[config.mk]
export PLATFORM = sky130hd
export DESIGN_NAME = aluCore
export DESIGN_NICKNAME = d
export VERILOG_FILES = /design/src/logic/isaPkg.sv /design/src/logic/aluPkg.sv /design/src/logic/operandIssue.sv /design/src/logic/execLatch.sv /design/src/logic/alu.sv /design/src/logic/aluCore.sv
export VERILOG_INCLUDE_DIRS = /design/src /design/src/logic
export SDC_FILE = /design/constraint.sdc
export NUM_CORES = 1
export LEC_CHECK = 0
export BUFFER_PORTS_ARGS = -buffer_cell sky130_fd_sc_hd__buf_2
export CAP_MARGIN = 30
export CELL_PAD_IN_SITES_DETAIL_PLACEMENT = 1
export CELL_PAD_IN_SITES_GLOBAL_PLACEMENT = 2
export CORE_MARGIN = 2
export CORE_UTILIZATION = 43
export DETAILED_ROUTE_END_ITERATION = 10
export GPL_TIMING_DRIVEN = 0
export PLACE_DENSITY = 0.93
export SYNTH_ARGS = -nofsm -noshare
export SYNTH_HDL_FRONTEND = slang
export SYNTH_SLANG_ARGS = --single-unit
[constraint.sdc]
create_clock -name clk -period 18.9 [get_ports clk]
set_input_delay 0.945 -clock clk [delete_from_list [all_inputs] [get_ports clk]]
set_output_delay 0.945 -clock clk [all_outputs]
set_load 0.05 [all_outputs]
[src/logic/alu_macros.svh]
// Width and register-count constants for the execute subsystem
// Shared by both packages and the datapath modules

`ifndef ALU_MACROS_SVH
`define ALU_MACROS_SVH

// Datapath word, one register or one immediate
`define OPERAND_WIDTH 16

// Architectural register file
`define REG_COUNT 8

// Bits needed to name one register
`define REG_INDEX_WIDTH 3

`endif

[src/logic/isaPkg.sv]
// Instruction-set types for the execute subsystem
// Opcode enum and the decoded operation passed from issue to the ALU

`include "alu_macros.svh"

package isaPkg;

    // Instruction word layout, 16 bits
    //   [15:12] opcode
    //   [11:9]  rd, destination
    //   [8:6]   rs, operand A (register forms)
    //   [5:3]   rt, operand B (register forms)
    //   [7:0]   immediate, zero-extended into operand B (LBI, SLBI)
    // LBI and SLBI read rd as operand A

    // Encoding order matters, shifter mode is opcode[1:0]
    typedef enum logic [3:0] {
        ROL  = 4'b0000, // Rotate left
        SLL  = 4'b0001, // Shift left logical
        ROR  = 4'b0010, // Rotate right
        SRL  = 4'b0011, // Shift right logical
        ADD  = 4'b0100, // A + B
        SUB  = 4'b0101, // B - A
        XOR  = 4'b0110,
        ANDN = 4'b0111, // A & ~B
        SEQ  = 4'b1000, // Set if A == B
        SLT  = 4'b1001, // Set if A < B, signed
        SLE  = 4'b1010, // Set if A <= B, signed
        RSVD = 4'b1011, // Reserved, dropped at issue
        SCO  = 4'b1100, // Set on carry out of A + B
        LBI  = 4'b1101, // Load immediate
        BTR  = 4'b1110, // Bit reverse of A
        SLBI = 4'b1111  // (A << 8) | imm
    } aluOp;

    // Operation leaving issue, operands already read
    typedef struct packed {
        aluOp                        op;
        logic [`REG_INDEX_WIDTH-1:0] dest;  // rd
        logic [`REG_INDEX_WIDTH-1:0] srcA;  // Register behind aVal
        logic [`REG_INDEX_WIDTH-1:0] srcB;  // Register behind bVal, unused if bImm
        logic                        bImm;  // bVal holds the immediate
        logic [`OPERAND_WIDTH-1:0]   aVal;
        logic [`OPERAND_WIDTH-1:0]   bVal;
        logic                        valid;
    } issueOp;

endpackage

[src/logic/aluPkg.sv]
// Datapath types for the execute subsystem
// Condition flags and the registered ALU result

`include "alu_macros.svh"

package aluPkg;

    // Condition flags produced with every result
    // zero and sign follow the final data value
    // carry and overflow come straight from the adder,
    // meaningful only for ADD and SUB
    typedef struct packed {
        logic zero;     // Data is all zeros
        logic sign;     // Data MSB
        logic overflow; // Signed overflow of the add
        logic carry;    // Carry out of the add
    } aluFlags;

    // One finished operation
    // Feeds writeback, forwarding and the core outputs alike
    typedef struct packed {
        logic [`OPERAND_WIDTH-1:0]   data;
        logic [`REG_INDEX_WIDTH-1:0] dest;  // Register to write
        aluFlags                     flags;
        logic                        valid; // One-cycle strobe
    } aluResult;

endpackage

[src/logic/operandIssue.sv]
// Issue stage: decodes instruction words and reads operands
// Owns the register file, written back from the ALU result

`include "alu_macros.svh"

module operandIssue import isaPkg::*, aluPkg::*; (
    input  logic        clk,
    input  logic        rstN,
    input  logic        instValid,  // One word this cycle
    input  logic [15:0] instWord,
    input  aluResult    wbResult,   // Writeback from ALU result register
    output issueOp      issue       // Combinational, same cycle as instValid
);

    logic [`OPERAND_WIDTH-1:0]   regFile [`REG_COUNT];

    aluOp                        opc;
    logic [`REG_INDEX_WIDTH-1:0] rd;
    logic [`REG_INDEX_WIDTH-1:0] rs;
    logic [`REG_INDEX_WIDTH-1:0] rt;
    logic [7:0]                  imm;
    logic                        immForm;   // LBI / SLBI
    logic [`REG_INDEX_WIDTH-1:0] srcA;
    logic [`REG_INDEX_WIDTH-1:0] srcB;
    logic [`OPERAND_WIDTH-1:0]   aRead;
    logic [`OPERAND_WIDTH-1:0]   bRead;

    // Field split
    assign opc = aluOp'(instWord[15:12]);
    assign rd  = instWord[11:9];
    assign rs  = instWord[8:6];
    assign rt  = instWord[5:3];
    assign imm = instWord[7:0];

    assign immForm = (opc == LBI) || (opc == SLBI);

    // Immediate forms operate on rd itself
    assign srcA = immForm ? rd : rs;
    assign srcB = immForm ? '0 : rt;

    // Asynchronous read, same-cycle write bypassed
    always_comb begin
        aRead = regFile[srcA];
        if (wbResult.valid && (wbResult.dest == srcA)) begin
            aRead = wbResult.data;   // Value landing this edge
        end
    end

    always_comb begin
        bRead = regFile[srcB];
        if (wbResult.valid && (wbResult.dest == srcB)) begin
            bRead = wbResult.data;
        end
    end

    // Writeback port
    always_ff @(posedge clk or negedge rstN) begin
        if (!rstN) begin
            for (int i = 0; i < `REG_COUNT; i++) begin
                regFile[i] <= '0;   // All registers read zero after reset
            end
        end else if (wbResult.valid) begin
            regFile[wbResult.dest] <= wbResult.data;
        end
    end

    // Decoded operation
    always_comb begin
        issue.op    = opc;
        issue.dest  = rd;
        issue.srcA  = srcA;
        issue.srcB  = srcB;
        issue.bImm  = immForm;
        issue.aVal  = aRead;
        // Immediate is zero-extended into B
        issue.bVal  = immForm ? {{(`OPERAND_WIDTH-8){1'b0}}, imm} : bRead;
        issue.valid = instValid && (opc != RSVD);   // Reserved word dies here
    end

    // Writeback must name a known register
    wbDestKnown: assert property (
        @(posedge clk) disable iff (!rstN)
        wbResult.valid |-> !$isunknown(wbResult.dest)
    );

endmodule

[src/logic/execLatch.sv]
// Latch stage between issue and ALU
// Holds one operation and forwards the result still in flight

`include "alu_macros.svh"

module execLatch import isaPkg::*, aluPkg::*; (
    input  logic     clk,
    input  logic     rstN,
    input  issueOp   issueIn,    // From issue, captured each edge
    input  aluResult fwdResult,  // ALU result register, not yet written back
    output issueOp   issueOut    // Held op with forwarded operands
);

    logic   heldValid;
    issueOp heldOp;   // Payload only, valid bit kept in heldValid

    logic   fwdHitA;
    logic   fwdHitB;

    // Control flop
    always_ff @(posedge clk or negedge rstN) begin
        if (!rstN) begin
            heldValid <= 1'b0;
        end else begin
            heldValid <= issueIn.valid;
        end
    end

    // Payload, loads only with a real operation
    always_ff @(posedge clk) begin
        if (issueIn.valid) begin
            heldOp <= issueIn;
        end
    end

    // The result register holds the op one slot ahead of us
    // Its value was read too early by issue, so patch it in here
    assign fwdHitA = fwdResult.valid && (fwdResult.dest == heldOp.srcA);
    assign fwdHitB = fwdResult.valid && !heldOp.bImm     // Immediates stay
                     && (fwdResult.dest == heldOp.srcB);

    always_comb begin
        issueOut       = heldOp;
        issueOut.valid = heldValid;
        if (fwdHitA) begin
            issueOut.aVal = fwdResult.data;
        end
        if (fwdHitB) begin
            issueOut.bVal = fwdResult.data;
        end
    end

    // First edge after reset release sees an empty stage
    emptyAfterReset: assert property (
        @(posedge clk)
        $rose(rstN) |-> !issueOut.valid
    );

endmodule

[src/logic/alu.sv]
// ALU stage: shifter, adder, logic unit and compare
// Selects by opcode, builds flags, registers the result

`include "alu_macros.svh"

module alu import isaPkg::*, aluPkg::*; (
    input  logic     clk,
    input  logic     rstN,
    input  issueOp   op,      // Latched op, operands forwarded
    output aluResult result   // Registered, one edge after op
);

    localparam int W = `OPERAND_WIDTH;

    logic                        subLike;   // B - A through the adder
    logic [W-1:0]                aInt;
    logic [W-1:0]                bInt;
    logic                        cin;

    logic [3:0]                  shAmt;
    logic [1:0]                  shMode;
    logic [2*W-1:0]              twice;     // A twice, for rotates
    logic [W-1:0]                shiftOut;

    logic [W-1:0]                sum;
    logic                        carry;
    logic                        ovf;
    logic                        sumZero;
    logic                        bLessA;    // Signed, from B - A

    logic [W-1:0]                xorOut;
    logic [W-1:0]                andnOut;
    logic [W-1:0]                revA;
    logic [W-1:0]                dataNext;
    aluFlags                     flagsNext;

    logic [W-1:0]                dataQ;
    logic [`REG_INDEX_WIDTH-1:0] destQ;
    aluFlags                     flagsQ;
    logic                        validQ;

    // Operand conditioning
    assign subLike = op.op inside {SUB, SEQ, SLT, SLE};
    assign aInt    = subLike ? ~op.aVal : op.aVal;   // Two's complement with cin
    assign cin     = subLike;
    assign bInt    = (op.op == ANDN) ? ~op.bVal : op.bVal;

    // Barrel shifter, SLBI borrows it as a fixed shift left by 8
    assign shAmt  = (op.op == SLBI) ? 4'd8 : op.bVal[3:0];
    assign shMode = (op.op == SLBI) ? 2'b01 : op.op[1:0];
    assign twice  = {op.aVal, op.aVal};

    always_comb begin
        unique case (shMode)
            2'b00:   shiftOut = twice[2*W-1-shAmt -: W];   // ROL
            2'b01:   shiftOut = op.aVal << shAmt;          // SLL
            2'b10:   shiftOut = twice[shAmt +: W];         // ROR
            default: shiftOut = op.aVal >> shAmt;          // SRL
        endcase
    end

    // Adder
    assign {carry, sum} = {1'b0, aInt} + {1'b0, bInt} + {{W{1'b0}}, cin};

    // Same-sign inputs, different-sign sum
    assign ovf = (aInt[W-1] == bInt[W-1]) && (sum[W-1] != aInt[W-1]);

    // Compares ride on B - A
    assign sumZero = (sum == '0);
    assign bLessA  = sum[W-1] ^ ovf;   // True sign of B - A

    // Bitwise units
    assign xorOut  = aInt ^ bInt;
    assign andnOut = aInt & bInt;     // bInt already inverted

    always_comb begin
        for (int i = 0; i < W; i++) begin
            revA[i] = op.aVal[W-1-i];
        end
    end

    // Result select
    always_comb begin
        unique case (op.op)
            ROL, SLL, ROR, SRL: dataNext = shiftOut;
            ADD, SUB:           dataNext = sum;
            XOR:                dataNext = xorOut;
            ANDN:               dataNext = andnOut;
            SEQ:                dataNext = {{(W-1){1'b0}}, sumZero};
            SLT:                dataNext = {{(W-1){1'b0}}, !bLessA && !sumZero};
            SLE:                dataNext = {{(W-1){1'b0}}, !bLessA};
            SCO:                dataNext = {{(W-1){1'b0}}, carry};
            LBI:                dataNext = op.bVal;
            BTR:                dataNext = revA;
            SLBI:               dataNext = shiftOut | op.bVal;
            default:            dataNext = '0;   // RSVD never issued
        endcase
    end

    // Flags
    assign flagsNext.zero     = (dataNext == '0);
    assign flagsNext.sign     = dataNext[W-1];
    assign flagsNext.overflow = ovf;
    assign flagsNext.carry    = carry;

    // Result register
    always_ff @(posedge clk or negedge rstN) begin
        if (!rstN) begin
            validQ <= 1'b0;
        end else begin
            validQ <= op.valid;
        end
    end

    always_ff @(posedge clk) begin
        if (op.valid) begin
            dataQ  <= dataNext;
            destQ  <= op.dest;
            flagsQ <= flagsNext;
        end
    end

    assign result = '{data: dataQ, dest: destQ, flags: flagsQ, valid: validQ};

    // Zero after SUB only when the operands were equal
    subZeroOnEqual: assert property (
        @(posedge clk) disable iff (!rstN)
        (op.valid && op.op == SUB) |=>
            (result.flags.zero == ($past(op.aVal) == $past(op.bVal)))
    );

endmodule

[src/logic/aluCore.sv]
// Execute subsystem top: issue, latch and ALU in a ring
// Fixed two-edge latency from instruction to result

`include "alu_macros.svh"

module aluCore import isaPkg::*, aluPkg::*; (
    input  logic                        clk,
    input  logic                        rstN,
    input  logic                        instValid,
    input  logic [15:0]                 instWord,
    output logic                        resValid,
    output logic [`OPERAND_WIDTH-1:0]   resData,
    output logic [`REG_INDEX_WIDTH-1:0] resDest,
    output aluFlags                     resFlags
);

    issueOp   issued;    // Issue -> latch
    issueOp   latched;   // Latch -> ALU
    aluResult result;    // ALU -> writeback, forwarding, outputs

    operandIssue issue_i (
        .clk       (clk),
        .rstN      (rstN),
        .instValid (instValid),
        .instWord  (instWord),
        .wbResult  (result),
        .issue     (issued)
    );

    execLatch latch_i (
        .clk       (clk),
        .rstN      (rstN),
        .issueIn   (issued),
        .fwdResult (result),
        .issueOut  (latched)
    );

    alu alu_i (
        .clk    (clk),
        .rstN   (rstN),
        .op     (latched),
        .result (result)
    );

    // Core outputs straight from the result register
    assign resValid = result.valid;
    assign resData  = result.data;
    assign resDest  = result.dest;
    assign resFlags = result.flags;

endmodule

Word level (Yosys, flattened, before mapping)
Cells that the tools add are included.

Register bits: 199. Input port bits: 19. Output and inout port bits: 24. Word-level logic and storage cells: 111.

Shift-type cells: 4. Eq/ne operators: 25. Reduce and logical (&&, ||, !) cells: 20. Bitwise operators: 9. Magnitude comparators: 4. Muxes and demuxes: 22. Add/sub/neg operators: 3.

Operators by type and width (count): $mux 16 (11); $pmux 16 s11 (1); $bwmux 128 (1); $bmux 16 s3 (2); $demux 16 s3 (1); $pmux 16 s3 (1); $shiftx 47x33->16 (1); $eq 4x4->1 const B (9); $logic_not 16->1 (2); $not 16->16 (2); $shiftx 32x5->16 (1); $add 16x16->17 (1); $add 17x1->17 (1); $and 16x16->16 (1); $eq 4x3->1 const B (4); $or 16x16->16 (1); $shl 16x4->16 (1); $shr 16x4->16 (1); $xor 16x16->16 (1); $eq 3x3->1 (4); $ge 4x4->1 const B (3); $not 3->4 (3); $logic_and 1x1->1 (9); $eq 4x2->1 const B (2); other kinds (20) (23).

Logic depth before layout (Yosys ltp)
Depth in word-level cells: 15. Gate-level depth with buffers: 28.

By module
Synthesis repeated with hierarchy kept, for this count alone.

Cells, all modules: 1696. Area, all modules: 16908.7 um^2.

By module, submodules not included: operandIssue (sequential area each 3203.1 um^2, area each 9220.1 um^2, times used 1, cells each 765); alu (sequential area each 685.7 um^2, area each 5655.4 um^2, times used 1, cells each 826); execLatch (sequential area each 1406.3 um^2, area each 2033.2 um^2, times used 1, cells each 105).

Worst setup path after synthesis
Ideal clock, no wire load.

Kind: flip-flop to flip-flop. Start: reg alu_i.destQ[2]. End: reg alu_i.flagsQ, in the netlist alu_i.result[4], data pin. Arrival: 6.436 ns. Library setup time: 0.170 ns. Stages on the path, launching flop included: 29. Path slack: 12.294 ns. Clock period less this slack: 6.606 ns. Path buffers: 4. Path through: edfxtp_1 buf_6 xor2_1 nor4_1 buf_4 buf_2 buf_2 mux2_2 xnor2_1 ha_1 a21o_1 a21o_1 a221oi_1 o21a_1 o21ai_1 a21oi_1 o21ai_0 a21oi_1 o21bai_1 fa_1 nor3_1 nand3_1 nor3_1 nand4b_1 nor4b_1 and4b_1 mux2i_1 or4_1 nor4_2.

RTL lines: start, declared (RTL line alu.sv:38) `` logic [`REG_INDEX_WIDTH-1:0] destQ; ``; start signal, assigned (RTL line alu.sv:118) `destQ <= op.dest;`; end signal, assigned (RTL line alu.sv:119) `flagsQ <= flagsNext;`; end, declared (RTL line alu.sv:39) `aluFlags flagsQ;`.

==> run summary <==
Slew headroom - 0.2359
core footprint - 0.03328 mm2
Cell Count Post-Placement - 2,147
Area Overhead vs Synth - 10.42%
CTS Root Cell - clkbuf_16
initial antenna violation count - 0
final hold vios - 0
IO Pins - 43
startpoint types - register
mean routed wirelength per cell - 29.19 um
peak supply drop - 0.00007586 V
static leakage - 6.262 nW
ys flop type - dfrtp_1
Arrival @ worst endpoint - 8510 ps
final non-filler cell total - 2,179
Avg Cell Area, Syn - 8.780 um2
Synth cell types - 78
Starting Density - 0.4340
number of cell rows - 67
routed vias - 14.25k
CTS Buffer Depth - 2
Die Wd - 187.3 um
WS Path Type - reg -> reg
CP max stage delay - 690 ps
Required @ worst endpoint - 19,180 ps
CTS tree - built
setup violators final - 0
Worst path most repeated cell - clkbuf_1
Tmin final - 8230 ps
CP Capture Type - register
Mapped Area - 0.01444 mm2
Reg clk slew, reported paths - 80 ps
status - complete, no violations
clock latency on the worst-skew pair - 460 ps
sequential area share after synthesis - 0.3666
gr usage total - 0.3627
Final Net Count - 1,755
vias in the first global route - 14.63k
1st-iter DRT viols - 1,218
asr flop ratio synth - 0.6566
Max Cap Viol - 0
Die ar. - 0.03507 mm2
DRC Markers - 0
H-tree depth - 4
Post-CTS Hold Fix Bufs - 0
first-pass GRT wire length - 94,940 um
setup TNS - 0 ps
fraction of layout cells with a size suffix above 1 - 0.1646
largest net degree at the start of global routing - 82
slowest CP cell - clkbuf_1
number of fill cells - 3,984
# Post-CTS Setup Buffers - 0
power density cells - 134.9 mW/mm2
Port Buffer Count - 41
Hold/Removal Path Class - reg -> reg
router iterations before antenna repair - 5
# clock sinks - 198
syn_nets - 1,682
die height - 187.3 um
Post-Syn Instances - 1,645
GRT overflow - 0
EDFF count, synth - 68
RSZ-0062 raised after global routing - false
Register Area - 0.005295 mm2
total CTS buffers - 17
Critical Path Fanout Max - 10
area of the multi-input gates - 0.008504 mm2
antenna cells - 0
Max Freq - 121.5 MHz
Fin Clk Skew - 10.13 ps
total power - 2.152 mW
antenna viol nets, final - 0
hpwl dp - 50,130 um
Avg Vias per Cell - 6.540
Syn. warnings - 0
GP Congestion - 1.001
fin crit share - 0.4354
WL final - 63,610 um
measured slew at the worst slew-check pin - 1114 ps
CTS resizes - 0
Slew Limit Fails - 0
synthesis-stage register bit count - 198
[layout by cell type, fill, tap and decap left out, types with 14 or more instances in the layout]
cell	instances
a31oi_1	25
mux2i_1	55
o21ai_0	65
nand2_1	299
mux2_2	158
buf_2	59
o221ai_1	16
dfrtp_1	130
a311oi_1	32
nor2_1	76
a221oi_1	14
a21oi_1	115
o22ai_1	20
ha_1	16
edfxtp_1	68
xor2_1	22
nor3_1	50
clkbuf_16	17
o211ai_1	16
a22oi_1	24
clkbuf_1	98
inv_1	17
and2_1	17
xnor2_1	29
nand3_1	61
and3_1	31
[cell families (layout without fill, tap and decap cells)]
group | after synthesis | in the layout | share of synthesized area
compound gates | 402 | 402 | 0.1831
buf+inv | 155 | 241 | 0.04462
flops | 198 | 198 | 0.3666
fa+ha+maj | 18 | 18 | 0.01663
xor+xnor | 52 | 52 | 0.03205
mux | 216 | 216 | 0.1655
simple gates | 604 | 604 | 0.1915
[per-stage QoR]
step	setup slack [ps]	hold slack, ps	area [um2]	util
floorplan	12290	400.3	14440	-
global placement	11100	402.5	15210	0.4570
detailed placement	10890	406.5	15370	0.4618
CTS	10830	424.5	15950	0.4792
global route	10270	424.3	15950	0.4792
finish	10670	423.2	15950	0.4792
[cell usage after synthesis, drive strengths merged (8+ instances only)]
library cell / n / share of area
mux2i: 56 / 0.040
nor2: 76 / 0.020
xor2: 22 / 0.013
nand3: 61 / 0.021
edfxtp: 68 / 0.14
o211ai: 16 / 0.0083
and3: 31 / 0.013
dfrtp: 130 / 0.23
nor2b: 8 / 0.0035
mux2: 159 / 0.12
a31oi: 25 / 0.011
clkbuf: 98 / 0.025
a311oi: 32 / 0.019
a21oi: 115 / 0.040
a221oi: 14 / 0.0085
xnor2: 30 / 0.019
nand4: 11 / 0.0048
and2: 18 / 0.0078
o21ai: 72 / 0.025
nand2b: 11 / 0.0048
nand2: 300 / 0.078
ha: 16 / 0.014
buf: 37 / 0.014
a22oi: 24 / 0.012
inv: 18 / 0.0047
a211oi: 13 / 0.0068
nor3: 50 / 0.017
o221ai: 16 / 0.0097
o22ai: 20 / 0.0087
[flip-flops by register name, indices dropped and copies added, names as in the netlist]
signal and flops:
issue_i.regFile 128, latch_i.heldValid 1, latch_i.issueOut 14, alu_i.validQ 1, alu_i.result 4, alu_i.dataQ 15
latch_i.heldOp 32, alu_i.destQ 3
[power by group]
group | internal (mW) | total [mW] | switching [mW]
clock | 0.189 | 0.371 | 0.182
combinational | 0.381 | 1.03 | 0.647
sequential | 0.611 | 0.753 | 0.142
total | 1.18 | 2.15 | 0.971
[final cells by class]
type,count,area share
multi-input cells,1292,0.5333
flip-flops and latches,198,0.3320
plain buffers,135,0.03570
well taps,448,0.03515
clock buffers,18,0.02754
repair buffers,54,0.02283
clock inverters,14,0.008787
inverters,20,0.004707
[metal layers]
| layer | track usage | vias up | routed length (um) |
|---|---|---|---|
| met1 | 0.4295 | 7200 | 24840 |
| li1 | - | 6234 | - |
| met2 | 0.6348 | 615 | 31260 |
| met5 | 0 | - | 0 |
| met4 | 0.2024 | 0 | 3971 |
| met3 | 0.04878 | 201 | 3536 |
[critical path: cells and delay by family, from the launching register on]
family	cells	cell delay (ps)
compound gates	6	1230
xor+xnor	1	160
fa+ha+maj	2	910
buf+inv	3	1670
flops	1	560
mux	1	80
simple gates	12	3420
[final timing paths]
check,startpoint,to,slack [ps],cells after the start
max,latch_i.issueOut[45]$_DFFE_PP_,alu_i.result[4]$_DFFE_PP_,10670,25
min,latch_i.issueOut[42]$_DFFE_PP_,alu_i.destQ[2]$_DFFE_PP_,420,0
max reg2reg,latch_i.issueOut[45]$_DFFE_PP_,alu_i.result[4]$_DFFE_PP_,10670,25
min reg2reg,latch_i.issueOut[42]$_DFFE_PP_,alu_i.destQ[2]$_DFFE_PP_,420,0
max in group asynchronous,rstN,alu_i.validQ$_DFF_PN0_,17700,2
min in group asynchronous,rstN,issue_i.regFile[24]$_DFFE_PN0P_,430,1
No activity file was read; power rests on OpenSTA's default activity.
